### config.mk
export PLATFORM = sky130hd
export DESIGN_NAME = encoder_interface
export DESIGN_NICKNAME = d
export VERILOG_FILES = /design/src/logic/encoder_pkg.sv /design/src/logic/stream_pkg.sv /design/src/logic/encoder_interface.sv /design/src/logic/encoder_control.sv /design/src/logic/speed_timer.sv /design/src/logic/angle_counter.sv /design/src/logic/quadrature_decoder.sv
export SDC_FILE = /design/constraint.sdc
export NUM_CORES = 1
export LEC_CHECK = 0
export ABC_AREA = 1
export BUFFER_PORTS_ARGS = -buffer_cell sky130_fd_sc_hd__buf_2
export CAP_MARGIN = 0
export CORE_MARGIN = 5
export CORE_UTILIZATION = 25
export DETAILED_ROUTE_END_ITERATION = 10
export GPL_ROUTABILITY_DRIVEN = 0
export GPL_TIMING_DRIVEN = 0
export HOLD_SLACK_MARGIN = 0.05
export PLACE_DENSITY = 0.41
export SYNTH_ARGS = -nofsm -noshare
export SYNTH_HDL_FRONTEND = slang
export SYNTH_SLANG_ARGS = --single-unit
### constraint.sdc
create_clock -name clock -period 3.2 [get_ports clock]
set_input_delay 0.16 -clock clock [delete_from_list [all_inputs] [get_ports clock]]
set_output_delay 0.16 -clock clock [all_outputs]
set_load 0.03 [all_outputs]
### src/logic/encoder_pkg.sv
// encoder-domain widths and types shared by the datapath and the control block
// angle_t and period_t are fixed at the default widths below
// a top level that overrides ANGLE_W or PERIOD_W must keep them equal to these
// enc_cfg_t is 32 bits and matches the register layout of the write port

package encoder_pkg;

    // default angle count width
    localparam int ANGLE_W = 16;

    // default width of the clocks-per-step measurement
    localparam int PERIOD_W = 24;

    // width of the routing code carried on each output beat
    localparam int DEST_W = 8;

    // shaft angle in encoder counts
    typedef logic [ANGLE_W-1:0] angle_t;

    // clocks between two steps
    // all ones means stopped or saturated
    typedef logic [PERIOD_W-1:0] period_t;

    // destination code on the output stream
    typedef logic [DEST_W-1:0] dest_t;

    // configuration held by the control block
    // max_count of zero selects the full 2^ANGLE_W range
    typedef struct packed {
        dest_t  angle_dest;
        dest_t  speed_dest;
        angle_t max_count;
    } enc_cfg_t;

endpackage
### src/logic/stream_pkg.sv
// bus-level types for the configuration write port and the output stream
// register space has no read-back
// address 3 is accepted and discarded

package stream_pkg;

    // data word on both the write port and the output stream
    localparam int WORD_W = 32;

    typedef logic [WORD_W-1:0] word_t;

    // register address
    typedef logic [1:0] reg_addr_t;

    // register map
    localparam reg_addr_t REG_ANGLE_DEST = 2'd0;
    localparam reg_addr_t REG_SPEED_DEST = 2'd1;
    localparam reg_addr_t REG_MAX_COUNT  = 2'd2;

    // one register write, 34 bits
    typedef struct packed {
        reg_addr_t addr;
        word_t     data;
    } reg_write_t;

    // one output beat, 40 bits
    typedef struct packed {
        encoder_pkg::dest_t dest;
        word_t              data;
    } stream_beat_t;

endpackage

### src/logic/encoder_interface.sv
// incremental encoder interface top level
// a, b and z are asynchronous; sample strobes are synchronous to clock
// ANGLE_W and PERIOD_W must match the encoder_pkg types
// the configuration struct and the speed word are built on those types

`timescale 1ns/1ps

module encoder_interface #(
    parameter int ANGLE_W  = encoder_pkg::ANGLE_W,
    parameter int PERIOD_W = encoder_pkg::PERIOD_W
) (
    input  logic                     clock,
    input  logic                     rst_n,
    input  logic                     a,
    input  logic                     b,
    input  logic                     z,
    input  logic                     sample_angle,
    input  logic                     sample_speed,
    input  logic                     cfg_valid,
    input  stream_pkg::reg_write_t   cfg,
    output logic                     cfg_ready,
    output logic                     out_valid,
    output stream_pkg::stream_beat_t out,
    input  logic                     out_ready
);

    // decoder pulses
    logic step_up;
    logic step_down;
    logic index;

    // measurements toward control
    logic [ANGLE_W-1:0]    angle;
    logic [PERIOD_W-1:0]   period;
    logic                  direction;
    encoder_pkg::enc_cfg_t enc_cfg;

    // overrides that break the package types
    if (ANGLE_W != $bits(encoder_pkg::angle_t)) begin : g_angle_w_check
        $error("ANGLE_W must equal the width of encoder_pkg::angle_t");
    end
    if (PERIOD_W != $bits(encoder_pkg::period_t)) begin : g_period_w_check
        $error("PERIOD_W must equal the width of encoder_pkg::period_t");
    end

    quadrature_decoder u_decoder (
        .clock     (clock),
        .rst_n     (rst_n),
        .a         (a),
        .b         (b),
        .z         (z),
        .step_up   (step_up),
        .step_down (step_down),
        .index     (index)
    );

    angle_counter #(.ANGLE_W(ANGLE_W)) u_angle (
        .clock     (clock),
        .rst_n     (rst_n),
        .step_up   (step_up),
        .step_down (step_down),
        .index     (index),
        .max_count (enc_cfg.max_count),
        .angle     (angle)
    );

    speed_timer #(.PERIOD_W(PERIOD_W)) u_speed (
        .clock     (clock),
        .rst_n     (rst_n),
        .step_up   (step_up),
        .step_down (step_down),
        .period    (period),
        .direction (direction)
    );

    encoder_control #(.ANGLE_W(ANGLE_W)) u_control (
        .clock        (clock),
        .rst_n        (rst_n),
        .cfg_valid    (cfg_valid),
        .cfg          (cfg),
        .cfg_ready    (cfg_ready),
        .enc_cfg      (enc_cfg),
        .sample_angle (sample_angle),
        .sample_speed (sample_speed),
        .angle        (angle),
        .period       (period),
        .direction    (direction),
        .out_valid    (out_valid),
        .out          (out),
        .out_ready    (out_ready)
    );

endmodule

### src/logic/encoder_control.sv
// configuration registers, sample capture and the output stream FSM
// one write per clock is accepted; there is no read-back
// a sample strobe is latched at once and its beat is valid the next clock
// both strobes together send angle first, then speed
// a repeated strobe while its kind is pending overwrites the latched value
// beats hold stable under back-pressure while sampling continues

`timescale 1ns/1ps

module encoder_control #(
    parameter int ANGLE_W = encoder_pkg::ANGLE_W
) (
    input  logic                     clock,
    input  logic                     rst_n,
    input  logic                     cfg_valid,
    input  stream_pkg::reg_write_t   cfg,
    output logic                     cfg_ready,
    output encoder_pkg::enc_cfg_t    enc_cfg,
    input  logic                     sample_angle,
    input  logic                     sample_speed,
    input  logic [ANGLE_W-1:0]       angle,
    input  encoder_pkg::period_t     period,
    input  logic                     direction,
    output logic                     out_valid,
    output stream_pkg::stream_beat_t out,
    input  logic                     out_ready
);

    typedef enum logic [1:0] {
        st_idle,
        st_send_angle,
        st_send_speed
    } state_t;

    state_t state;

    // samples waiting for the output register
    logic angle_pend;
    logic speed_pend;

    // latched sample words
    stream_pkg::word_t angle_q;
    stream_pkg::word_t speed_q;

    // word to send, live value when the strobe is present
    stream_pkg::word_t angle_word;
    stream_pkg::word_t speed_word;

    logic load_slot;
    logic angle_req;
    logic speed_req;
    logic pick_angle;
    logic pick_speed;

    // register writes
    always_ff @(posedge clock or negedge rst_n) begin
        if (!rst_n) begin
            cfg_ready <= 1'b0;
            enc_cfg   <= '0;
        end else begin
            cfg_ready <= 1'b1;
            if (cfg_valid && cfg_ready) begin
                case (cfg.addr)
                    stream_pkg::REG_ANGLE_DEST:
                        enc_cfg.angle_dest <= encoder_pkg::dest_t'(cfg.data);
                    stream_pkg::REG_SPEED_DEST:
                        enc_cfg.speed_dest <= encoder_pkg::dest_t'(cfg.data);
                    stream_pkg::REG_MAX_COUNT:
                        enc_cfg.max_count <= encoder_pkg::angle_t'(cfg.data);
                    default: ;
                endcase
            end
        end
    end

    // angle zero-extended
    assign angle_word = sample_angle ? stream_pkg::word_t'(angle) : angle_q;

    // direction in bit 31, period in the low bits
    assign speed_word = sample_speed
        ? {direction, {(31 - $bits(encoder_pkg::period_t)){1'b0}}, period}
        : speed_q;

    // output register free this clock
    assign load_slot = (state == st_idle) || (out_valid && out_ready);

    assign angle_req = sample_angle || angle_pend;
    assign speed_req = sample_speed || speed_pend;

    // after an angle beat a waiting speed sample goes next
    assign pick_speed = speed_req && (!angle_req || state == st_send_angle);
    assign pick_angle = angle_req && !pick_speed;

    always_ff @(posedge clock or negedge rst_n) begin
        if (!rst_n) begin
            state      <= st_idle;
            angle_pend <= 1'b0;
            speed_pend <= 1'b0;
        end else begin
            angle_pend <= angle_req && !(load_slot && pick_angle);
            speed_pend <= speed_req && !(load_slot && pick_speed);
            if (load_slot) begin
                if (pick_angle) begin
                    state <= st_send_angle;
                end else if (pick_speed) begin
                    state <= st_send_speed;
                end else begin
                    state <= st_idle;
                end
            end
        end
    end

    // sample latches and the beat register
    always_ff @(posedge clock) begin
        angle_q <= angle_word;
        speed_q <= speed_word;
        if (load_slot && pick_angle) begin
            out <= '{dest: enc_cfg.angle_dest, data: angle_word};
        end else if (load_slot && pick_speed) begin
            out <= '{dest: enc_cfg.speed_dest, data: speed_word};
        end
    end

    assign out_valid = (state != st_idle);

    // stream rule seen by the consumer
    a_out_hold: assert property (
        @(posedge clock) disable iff (!rst_n)
        out_valid && !out_ready |=> out_valid && $stable(out)
    ) else $error("output beat changed under back-pressure");

endmodule

### src/logic/speed_timer.sv
// measures clocks between encoder steps and the direction of the last step
// period stays all ones until two steps have been seen after reset
// the running count saturates at all ones and then reports a stopped shaft
// no averaging over several steps

`timescale 1ns/1ps

module speed_timer #(
    parameter int PERIOD_W = encoder_pkg::PERIOD_W
) (
    input  logic                clock,
    input  logic                rst_n,
    input  logic                step_up,
    input  logic                step_down,
    output logic [PERIOD_W-1:0] period,
    output logic                direction
);

    // clocks since the last step
    logic [PERIOD_W-1:0] run_count;
    // first step seen, so the next one gives a real period
    logic                armed;
    logic                step;

    assign step = step_up | step_down;

    always_ff @(posedge clock or negedge rst_n) begin
        if (!rst_n) begin
            run_count <= '0;
            armed     <= 1'b0;
            period    <= '1;
            direction <= 1'b0;
        end else if (step) begin
            // restart at 1 so the step clock itself is counted
            run_count <= {{(PERIOD_W-1){1'b0}}, 1'b1};
            armed     <= 1'b1;
            direction <= step_up;
            // count since reset is meaningless before the first step
            period    <= armed ? run_count : '1;
        end else if (run_count != '1) begin
            run_count <= run_count + 1'b1;
        end else begin
            // shaft stopped long enough to saturate
            period <= '1;
        end
    end

endmodule

### src/logic/angle_counter.sv
// wrapping up/down angle counter with reset on the index pulse
// counts 0 .. max_count-1; max_count of zero means the full range
// index beats a step in the same clock
// the range assertion flags a max_count written below the current angle

`timescale 1ns/1ps

module angle_counter #(
    parameter int ANGLE_W = encoder_pkg::ANGLE_W
) (
    input  logic               clock,
    input  logic               rst_n,
    input  logic               step_up,
    input  logic               step_down,
    input  logic               index,
    input  logic [ANGLE_W-1:0] max_count,
    output logic [ANGLE_W-1:0] angle
);

    // highest legal angle
    logic [ANGLE_W-1:0] top_val;

    // zero wraps as if max_count were 2^ANGLE_W
    assign top_val = (max_count == '0) ? '1 : max_count - 1'b1;

    always_ff @(posedge clock or negedge rst_n) begin
        if (!rst_n) begin
            angle <= '0;
        end else if (index) begin
            angle <= '0;
        end else if (step_up) begin
            // >= also pulls back an angle left out of range by a config write
            if (angle >= top_val) begin
                angle <= '0;
            end else begin
                angle <= angle + 1'b1;
            end
        end else if (step_down) begin
            if (angle == '0 || angle > top_val) begin
                angle <= top_val;
            end else begin
                angle <= angle - 1'b1;
            end
        end
    end

    // angle stays inside the configured range
    a_angle_in_range: assert property (
        @(posedge clock) disable iff (!rst_n)
        (max_count != '0) |-> (angle < max_count)
    ) else $error("angle %0d outside max_count %0d", angle, max_count);

endmodule

### src/logic/quadrature_decoder.sv
// quadrature decoder for an incremental encoder
// a, b and z are asynchronous and only pass a two-flop synchronizer
// there is no glitch filter
// a leading b counts up; both lines changing in one clock is dropped
// step and index pulses come three clocks after the line edge
// lines are expected to rest at a = b = 0 when reset is released

`timescale 1ns/1ps

module quadrature_decoder (
    input  logic clock,
    input  logic rst_n,
    input  logic a,
    input  logic b,
    input  logic z,
    output logic step_up,
    output logic step_down,
    output logic index
);

    // two synchronizer stages holding {z, a, b}
    logic [2:0] sync_1;
    logic [2:0] sync_2;

    // previous synchronized state
    logic [1:0] ab_prev;
    logic       z_prev;

    // current {a, b} after the synchronizer
    logic [1:0] ab_now;
    logic [1:0] ab_diff;
    logic       single_change;
    logic       dir_up;

    always_ff @(posedge clock or negedge rst_n) begin
        if (!rst_n) begin
            sync_1 <= '0;
            sync_2 <= '0;
        end else begin
            sync_1 <= {z, a, b};
            sync_2 <= sync_1;
        end
    end

    assign ab_now  = sync_2[1:0];
    assign ab_diff = ab_now ^ ab_prev;

    // exactly one line moved
    // two lines moving xor to zero and are ignored
    assign single_change = ^ab_diff;

    // up order is 00 10 11 01
    // new a differs from old b only on forward transitions
    assign dir_up = ab_now[1] ^ ab_prev[0];

    always_ff @(posedge clock or negedge rst_n) begin
        if (!rst_n) begin
            ab_prev   <= '0;
            z_prev    <= 1'b0;
            step_up   <= 1'b0;
            step_down <= 1'b0;
            index     <= 1'b0;
        end else begin
            ab_prev   <= ab_now;
            z_prev    <= sync_2[2];
            step_up   <= single_change & dir_up;
            step_down <= single_change & ~dir_up;
            // rising edge of z only
            index     <= sync_2[2] & ~z_prev;
        end
    end

    // counter and timer rely on exclusive steps
    a_one_step_dir: assert property (
        @(posedge clock) disable iff (!rst_n) !(step_up && step_down)
    ) else $error("step_up and step_down high together");

endmodule

==> results of run 1 <==
[worst paths after layout]
kind	endpoint	from	slack, ns	depth (start not counted)
min in group clock	u_control.enc_cfg[31]	cfg[32]	0.09	5
max in group asynchronous	u_angle.angle[9]	rst_n	2.33	3
max reg2reg	u_angle.angle[13]	u_control.enc_cfg[0]	0.20	18
max	u_angle.angle[13]	u_control.enc_cfg[0]	0.20	18
min	u_speed.run_count[2]	rst_n	0.08	2
min reg2reg	u_decoder.sync_2[0]	u_decoder.sync_1[0]	0.35	0
[where the power goes]
group | leakage, uW | switching (uW) | internal (uW)
clock | 0.000436 | 1240 | 1810
sequential | 0.00233 | 332 | 3850
combinational | 0.00321 | 3140 | 1490
[flip-flops by register name, indices dropped and copies added (netlist names)]
name,count
u_control.speed_q,32
u_speed.period,24
u_decoder.ab_prev,2
u_control.state,2
u_control.angle_pend,1
u_decoder.sync_2,3
u_speed.armed,1
u_angle.angle,16
u_decoder.index,1
u_control.cfg_ready,1
u_control.angle_q,32
u_speed.run_count,24
u_decoder.sync_1,3
u_control.speed_pend,1
u_speed.direction,1
u_decoder.z_prev,1
u_control.out,40
u_control.enc_cfg,32
u_decoder.step_up,1
u_decoder.step_down,1
[per-layer routing]
metal  part of all wire, %  GRT usage [%]  up-vias
li1                      -              -     4332
met1                    49           17.1     3946
met2                    46           20.2      136
met3                   3.7           2.10       33
met4                   2.0           2.65        0
met5                     0              0        -
[stage by stage]
stage | cell area [um^2] | cells | utilization [%]
5_1_grt | 13000 | 1946 | 31.0
3_5_place_dp | 11600 | 1861 | 27.8
4_1_cts | 12800 | 1938 | 30.6
3_3_place_gp | 11600 | 1859 | 27.6
6_report | 13000 | 1946 | 31.0
2_1_floorplan | 10600 | 1254 | -
[cell type report]
class / count / area, um^2 / share of cell area (%)
Buffer: 58 / 317 / 2.44
Clock buffer: 39 / 793 / 6.11
Clock inverter: 11 / 93.8 / 0.722
Inverter: 157 / 589 / 4.54
Multi-Input combinational cell: 820 / 4430 / 34.1
Sequential cell: 219 / 5390 / 41.5
Tap cell: 539 / 674 / 5.19
Timing Repair Buffer: 103 / 704 / 5.42
[synthesized netlist by cell type, types with 18 or more instances]
| cell | instances |
|---|---|
| buf_2 | 22 |
| o21ai_0 | 88 |
| xor2_1 | 31 |
| dfrtp_1 | 91 |
| nand3_1 | 66 |
| nand2_1 | 322 |
| inv_1 | 149 |
| nor2_1 | 99 |
| clkbuf_1 | 26 |
| dfxtp_1 | 64 |
| a21oi_1 | 47 |
| edfxtp_1 | 40 |
| nand4_1 | 29 |
| a31oi_1 | 18 |
| nor3_1 | 19 |
| dfstp_2 | 24 |
| ha_1 | 22 |
[worst register-to-register path, cell delays in order (launching register included)]
cell	delay, ns
dfrtp_1	0.40
inv_2	0.13
ha_4	0.16
nand3_1	0.11
nor2_2	0.14
nand3_2	0.08
buf_6	0.16
nand3b_1	0.14
inv_1	0.06
ha_1	0.30
nand4_1	0.15
nor3_4	0.26
nand3_4	0.17
buf_4	0.18
buf_4	0.14
nand4_1	0.10
a21oi_2	0.06
nand2_1	0.08
nand2_1	0.06
[what timing repair did]
action                                 in CTS  in global routing
setup endpoints to repair                  16                 16
setup buffers                               4                  8
hold buffers                               23                  0
pin swaps                                   4                 12
resized for setup                          14                 29
endpoints found under the hold margin     146                  0
[cells by family after synthesis]
family          share of synthesized area [%]
simple gates                             24.7
flops                                    51.0
other cells                            0.0355
mux                                     0.320
fa+ha+maj                                2.61
xor+xnor                                 3.07
compound gates                           9.75
buf+inv                                  8.48
==> impl_metrics.tcl, run 1 <==
set metrics [dict create \
    outcome "finished, final reports clean" \
    die_w_um 216 \
    synth_top_area_share_pct 21.6 \
    ys_seq_area_share_pct 51.0 \
    leakagePower_uw 0.00598 \
    viasPerCell 4.34 \
    clk_pin_slew_ns 0.06 \
    first_iter_violations 438 \
    ys_types 47 \
    yosysTopAreaCell "dfrtp_1" \
    ys.flop_type "dfrtp_1" \
    worstSkewPairLatency_ns 0.56 \
    min_period_ns 3.00 \
    die_area_mm2 0.0464 \
    crit_path_max_fanout 8 \
    synthCells 1254 \
    synth_seq_cells 219 \
    syn_area_mm2 0.0106 \
    ant_nets 0 \
    diodes 0 \
    h-tree-depth 1 \
    drv_cap 0 \
    required_ns 3.63 \
    cp_cell_sequence "inv_2 > ha_4 > nand3_1 > nor2_2 > nand3_2 > buf_6 > nand3b_1 > inv_1 > ha_1 > nand4_1 > nor3_4 > nand3_4 > buf_4 > buf_4 > nand4_1 > a21oi_2 > nand2_1 > nand2_1" \
    synth_async_sr_flop_share_pct 52.5 \
    syn-num-nets 1319 \
    grt_pass1_wl_um 46700 \
    maxSlewHeadroom_pct 59.2 \
    cp_slowest_stage_delay_ns 0.40 \
    root_buffer "clkbuf_16" \
    row_count 75 \
    grt-ovfl-total 0 \
    routedWlPerCell_um 14.9 \
    cts_tree "built" \
    fillers 4506 \
    worst-path-buf-inv 5 \
    setup_ws_ns 0.202 \
    layout_commonest_cell "nand2_1" \
    antenna_found_initial 0 \
    start_kind "flip-flop" \
    port_buffers 66 \
    numCtsBuffers 27 \
    layout.nets 1451 \
    clock_skew_ns 0.0177 \
    cts_sinks 219 \
    setup-violations-final 0 \
    drcViolationCount 0 \
    num_vias 8447 \
    synthTopCellsByArea "dfrtp_1 22%, dfxtp_1 12%, nand2_1 11%, edfxtp_1 11%, dfstp_2 6.0%" \
    pwr_density_cell_mw_per_mm2 913 \
    initial_core_util_pct 25.2 \
    dp_slack_ns -0.199 \
    drt-total-wl_um 29000 \
    worst_pin_slew_ns 0.612 \
    crit_type "flip-flop to flip-flop" \
    vdd_drop_max_mv 0.367 \
    whs_ns 0.0766 \
    syn_avg_cell_area_um2 8.42 \
    tns_ns 0 \
    power_uw 11900 \
    cp-end-kind "flip-flop" \
    cts_buffer_depth 3 \
    final_cell_mix "315 x nand2_1, 147 x inv_1, 93 x nor2_1" \
    fp.dieH_um 216 \
    post-dp-hpwl_um 21100 \
    crit_slowest_cell "dfrtp_1" \
    io_pins 85 \
    core_mm2 0.0419 \
    crit_family "simple AND/OR/NAND/NOR gates" \
    area_delta_synth_final_pct 23.0 \
    synth_warnings 0 \
    report.final.slew_viol_count 0 \
    grt_pass1_vias 8545 \
    holdCritPathClass "primary input to async pin" \
    hold_viol 0 \
    grt_max_degree 82 \
    arrival_ns 3.43 \
    grtUsageTotal_pct 12.3 \
    drive_above_1_share_pct 18.5 \
    finalCritPeriodShare_pct 93.7 \
    fmax_mhz 334 \
    drtPass1Iterations 5 \
    synth_edf_count 40 \
]
Power figures use the tool's default switching activity.
==> run 2: changes to the inputs <==
--- a/config.mk
+++ b/config.mk
@@ -14,7 +14,8 @@
 export GPL_ROUTABILITY_DRIVEN = 0
 export GPL_TIMING_DRIVEN = 0
 export HOLD_SLACK_MARGIN = 0.05
-export PLACE_DENSITY = 0.41
+export PLACE_DENSITY = 0.42
 export SYNTH_ARGS = -nofsm -noshare
 export SYNTH_HDL_FRONTEND = slang
 export SYNTH_SLANG_ARGS = --single-unit
+export TNS_END_PERCENT = 5
==> constraint.sdc (replaced) <==
create_clock -name clock -period 2.7 [get_ports clock]
set_input_delay 0.135 -clock clock [delete_from_list [all_inputs] [get_ports clock]]
set_output_delay 0.135 -clock clock [all_outputs]
set_load 0.03 [all_outputs]
==> impl_metrics.tcl, run 2 (synthesis gave the netlist of run 1 again) <==
set metrics [dict create \
    regMostFlops "u_control.out" \
    num_vias 8548 \
    cp-end-kind "flip-flop" \
    whs_ns 0.131 \
    required_ns 3.12 \
    outcome "complete, but fails checks" \
    cts_buffer_depth 3 \
    numCtsBuffers 27 \
    post-dp-hpwl_um 21000 \
    worstSkewPairLatency_ns 0.54 \
    pwr_density_cell_mw_per_mm2 1060 \
    regToRegSetupSlack_ns -0.28 \
    tns_ns -3.79 \
    setup-violations-final 16 \
    rsz0062_at_grt "yes" \
    hold_viol 0 \
    final_cell_mix "305 x nand2_1, 143 x inv_1, 91 x dfrtp_1" \
    maxSlewHeadroom_pct 60.0 \
    clock_skew_ns 0.0126 \
    leakagePower_uw 0.00618 \
    met3_usage_pct 1.81 \
    grt-ovfl-total 0 \
    holdCritPathClass "primary input to async pin" \
    area_delta_synth_final_pct 27.0 \
    violations "negative setup slack" \
    cts_sinks 219 \
    finalCritPeriodShare_pct 110 \
    io_pins 85 \
    layout.nets 1475 \
    arrival_ns 3.40 \
    grtUsageTotal_pct 12.3 \
    drt-total-wl_um 29200 \
    grt_max_degree 87 \
    fp.dieH_um 216 \
    drv_cap 0 \
    start_kind "flip-flop" \
    min_period_ns 2.98 \
    worst_pin_slew_ns 0.600 \
    ant_nets 0 \
    h-tree-depth 1 \
    grt_pass1_vias 8575 \
    port_buffers 66 \
    vdd_drop_max_mv 0.516 \
    rr_startpoint "u_control.enc_cfg[0]" \
    routedWlPerCell_um 14.8 \
    globalRouteMet1Util_pct 16.9 \
    met2_usage_pct 20.8 \
    layout_commonest_cell "nand2_1" \
    busiest_layer "met2" \
    initial_core_util_pct 25.2 \
    core_mm2 0.0419 \
    drcViolationCount 0 \
    crit_type "flip-flop to flip-flop" \
    grt_pass1_wl_um 47000 \
    root_buffer "clkbuf_16" \
    report.final.slew_viol_count 0 \
    power_uw 14300 \
    cts_tree "built" \
    timing.rr.end "u_angle.angle[5]" \
    first_iter_violations 479 \
    crit_path_max_fanout 5 \
    die_w_um 216 \
    viasPerCell 4.34 \
    row_count 75 \
    largest_reg_flops 40 \
    worstRegToRegCells 20 \
    fmax_mhz 336 \
    drive_above_1_share_pct 22.1 \
    setup_ws_ns -0.277 \
    diodes 0 \
    antenna_found_initial 0 \
    drtPass1Iterations 5 \
    die_area_mm2 0.0464 \
    clk_pin_slew_ns 0.06 \
]
run 2: cell types whose count changed in the layout (fill, tap and decap cells not counted), moves of 5 or more:
cell / previous run / this run
buf_4: 16 / 35
nand3_1: 60 / 49
nand2_1: 315 / 305
nand3_2: 6 / 14
nand2_4: 2 / 8
nor2_4: 5 / 10
run 2: worst max-delay path, stage by stage (launching register included):
cell and delay (ns):
dfrtp_1 0.39, inv_2 0.13, nand3_2 0.14, nor2_4 0.16, nand2_4 0.08, inv_1 0.07, nand2_1 0.08, o21ai_2 0.17
nand3_4 0.11, inv_1 0.11, ha_4 0.15, nand4_1 0.15, nor3_4 0.32, nand3_4 0.17, nand2_8 0.12, nand2_8 0.08
buf_12 0.15, nand2_2 0.07, nand3_1 0.06, nand2_1 0.07, nand2_1 0.06
run 2: how the worst max path moves through the flow:
stage | end | from | cells after the start
2_1_floorplan | u_angle.angle[10] | u_control.enc_cfg[1] | 22
3_3_place_gp | u_angle.angle[12] | u_control.enc_cfg[1] | 19
3_5_place_dp | u_angle.angle[12] | u_control.enc_cfg[0] | 19
4_1_cts | u_angle.angle[5] | u_control.enc_cfg[0] | 19
5_1_grt | u_angle.angle[13] | u_control.enc_cfg[0] | 20
6_report | u_angle.angle[5] | u_control.enc_cfg[0] | 20
run 2: what timing repair did:
action,4_1_cts,5_1_grt
hold buffers,24,0
resized for setup,53,39
cloned,1,1
setup buffers,30,3
setup endpoints to repair,16,16
endpoints found under the hold margin,142,0
pin swaps,16,26
run 2: stage by stage:
stage / utilization, % / cells / cell area [um^2] / worst slack (ns)
3_3_place_gp: 27.7 / 1859 / 11600 / -0.664
2_1_floorplan: - / 1254 / 10600 / 0.00338
6_report: 32.0 / 1970 / 13400 / -0.277
3_5_place_dp: 27.8 / 1861 / 11600 / -0.685
5_1_grt: 32.0 / 1970 / 13400 / -0.438
4_1_cts: 31.6 / 1966 / 13200 / -0.202
run 2: layout make-up:
class / instances / area [um^2]
Buffer: 58 / 333
Clock buffer: 40 / 764
Clock inverter: 10 / 80.1
Fill cell: 4430 / 28400
Inverter: 157 / 589
Multi-Input combinational cell: 820 / 4650
Sequential cell: 219 / 5390
Tap cell: 539 / 674
Timing Repair Buffer: 127 / 931
run 2: layer usage:
| layer | wire length (um) | up-vias | share of wire, % |
|---|---|---|---|
| li1 | - | 4379 | - |
| met1 | 13900 | 3998 | 47 |
| met2 | 13800 | 132 | 47 |
| met3 | 878 | 39 | 3.0 |
| met4 | 615 | 0 | 2.1 |
| met5 | 0 | - | 0 |
run 2: report_power, final:
| group | internal, uW | switching [uW] | total [uW] |
|---|---|---|---|
| logic | 2020 | 3810 | 5830 |
| registers | 4570 | 434 | 5010 |
| clock network | 2050 | 1390 | 3440 |
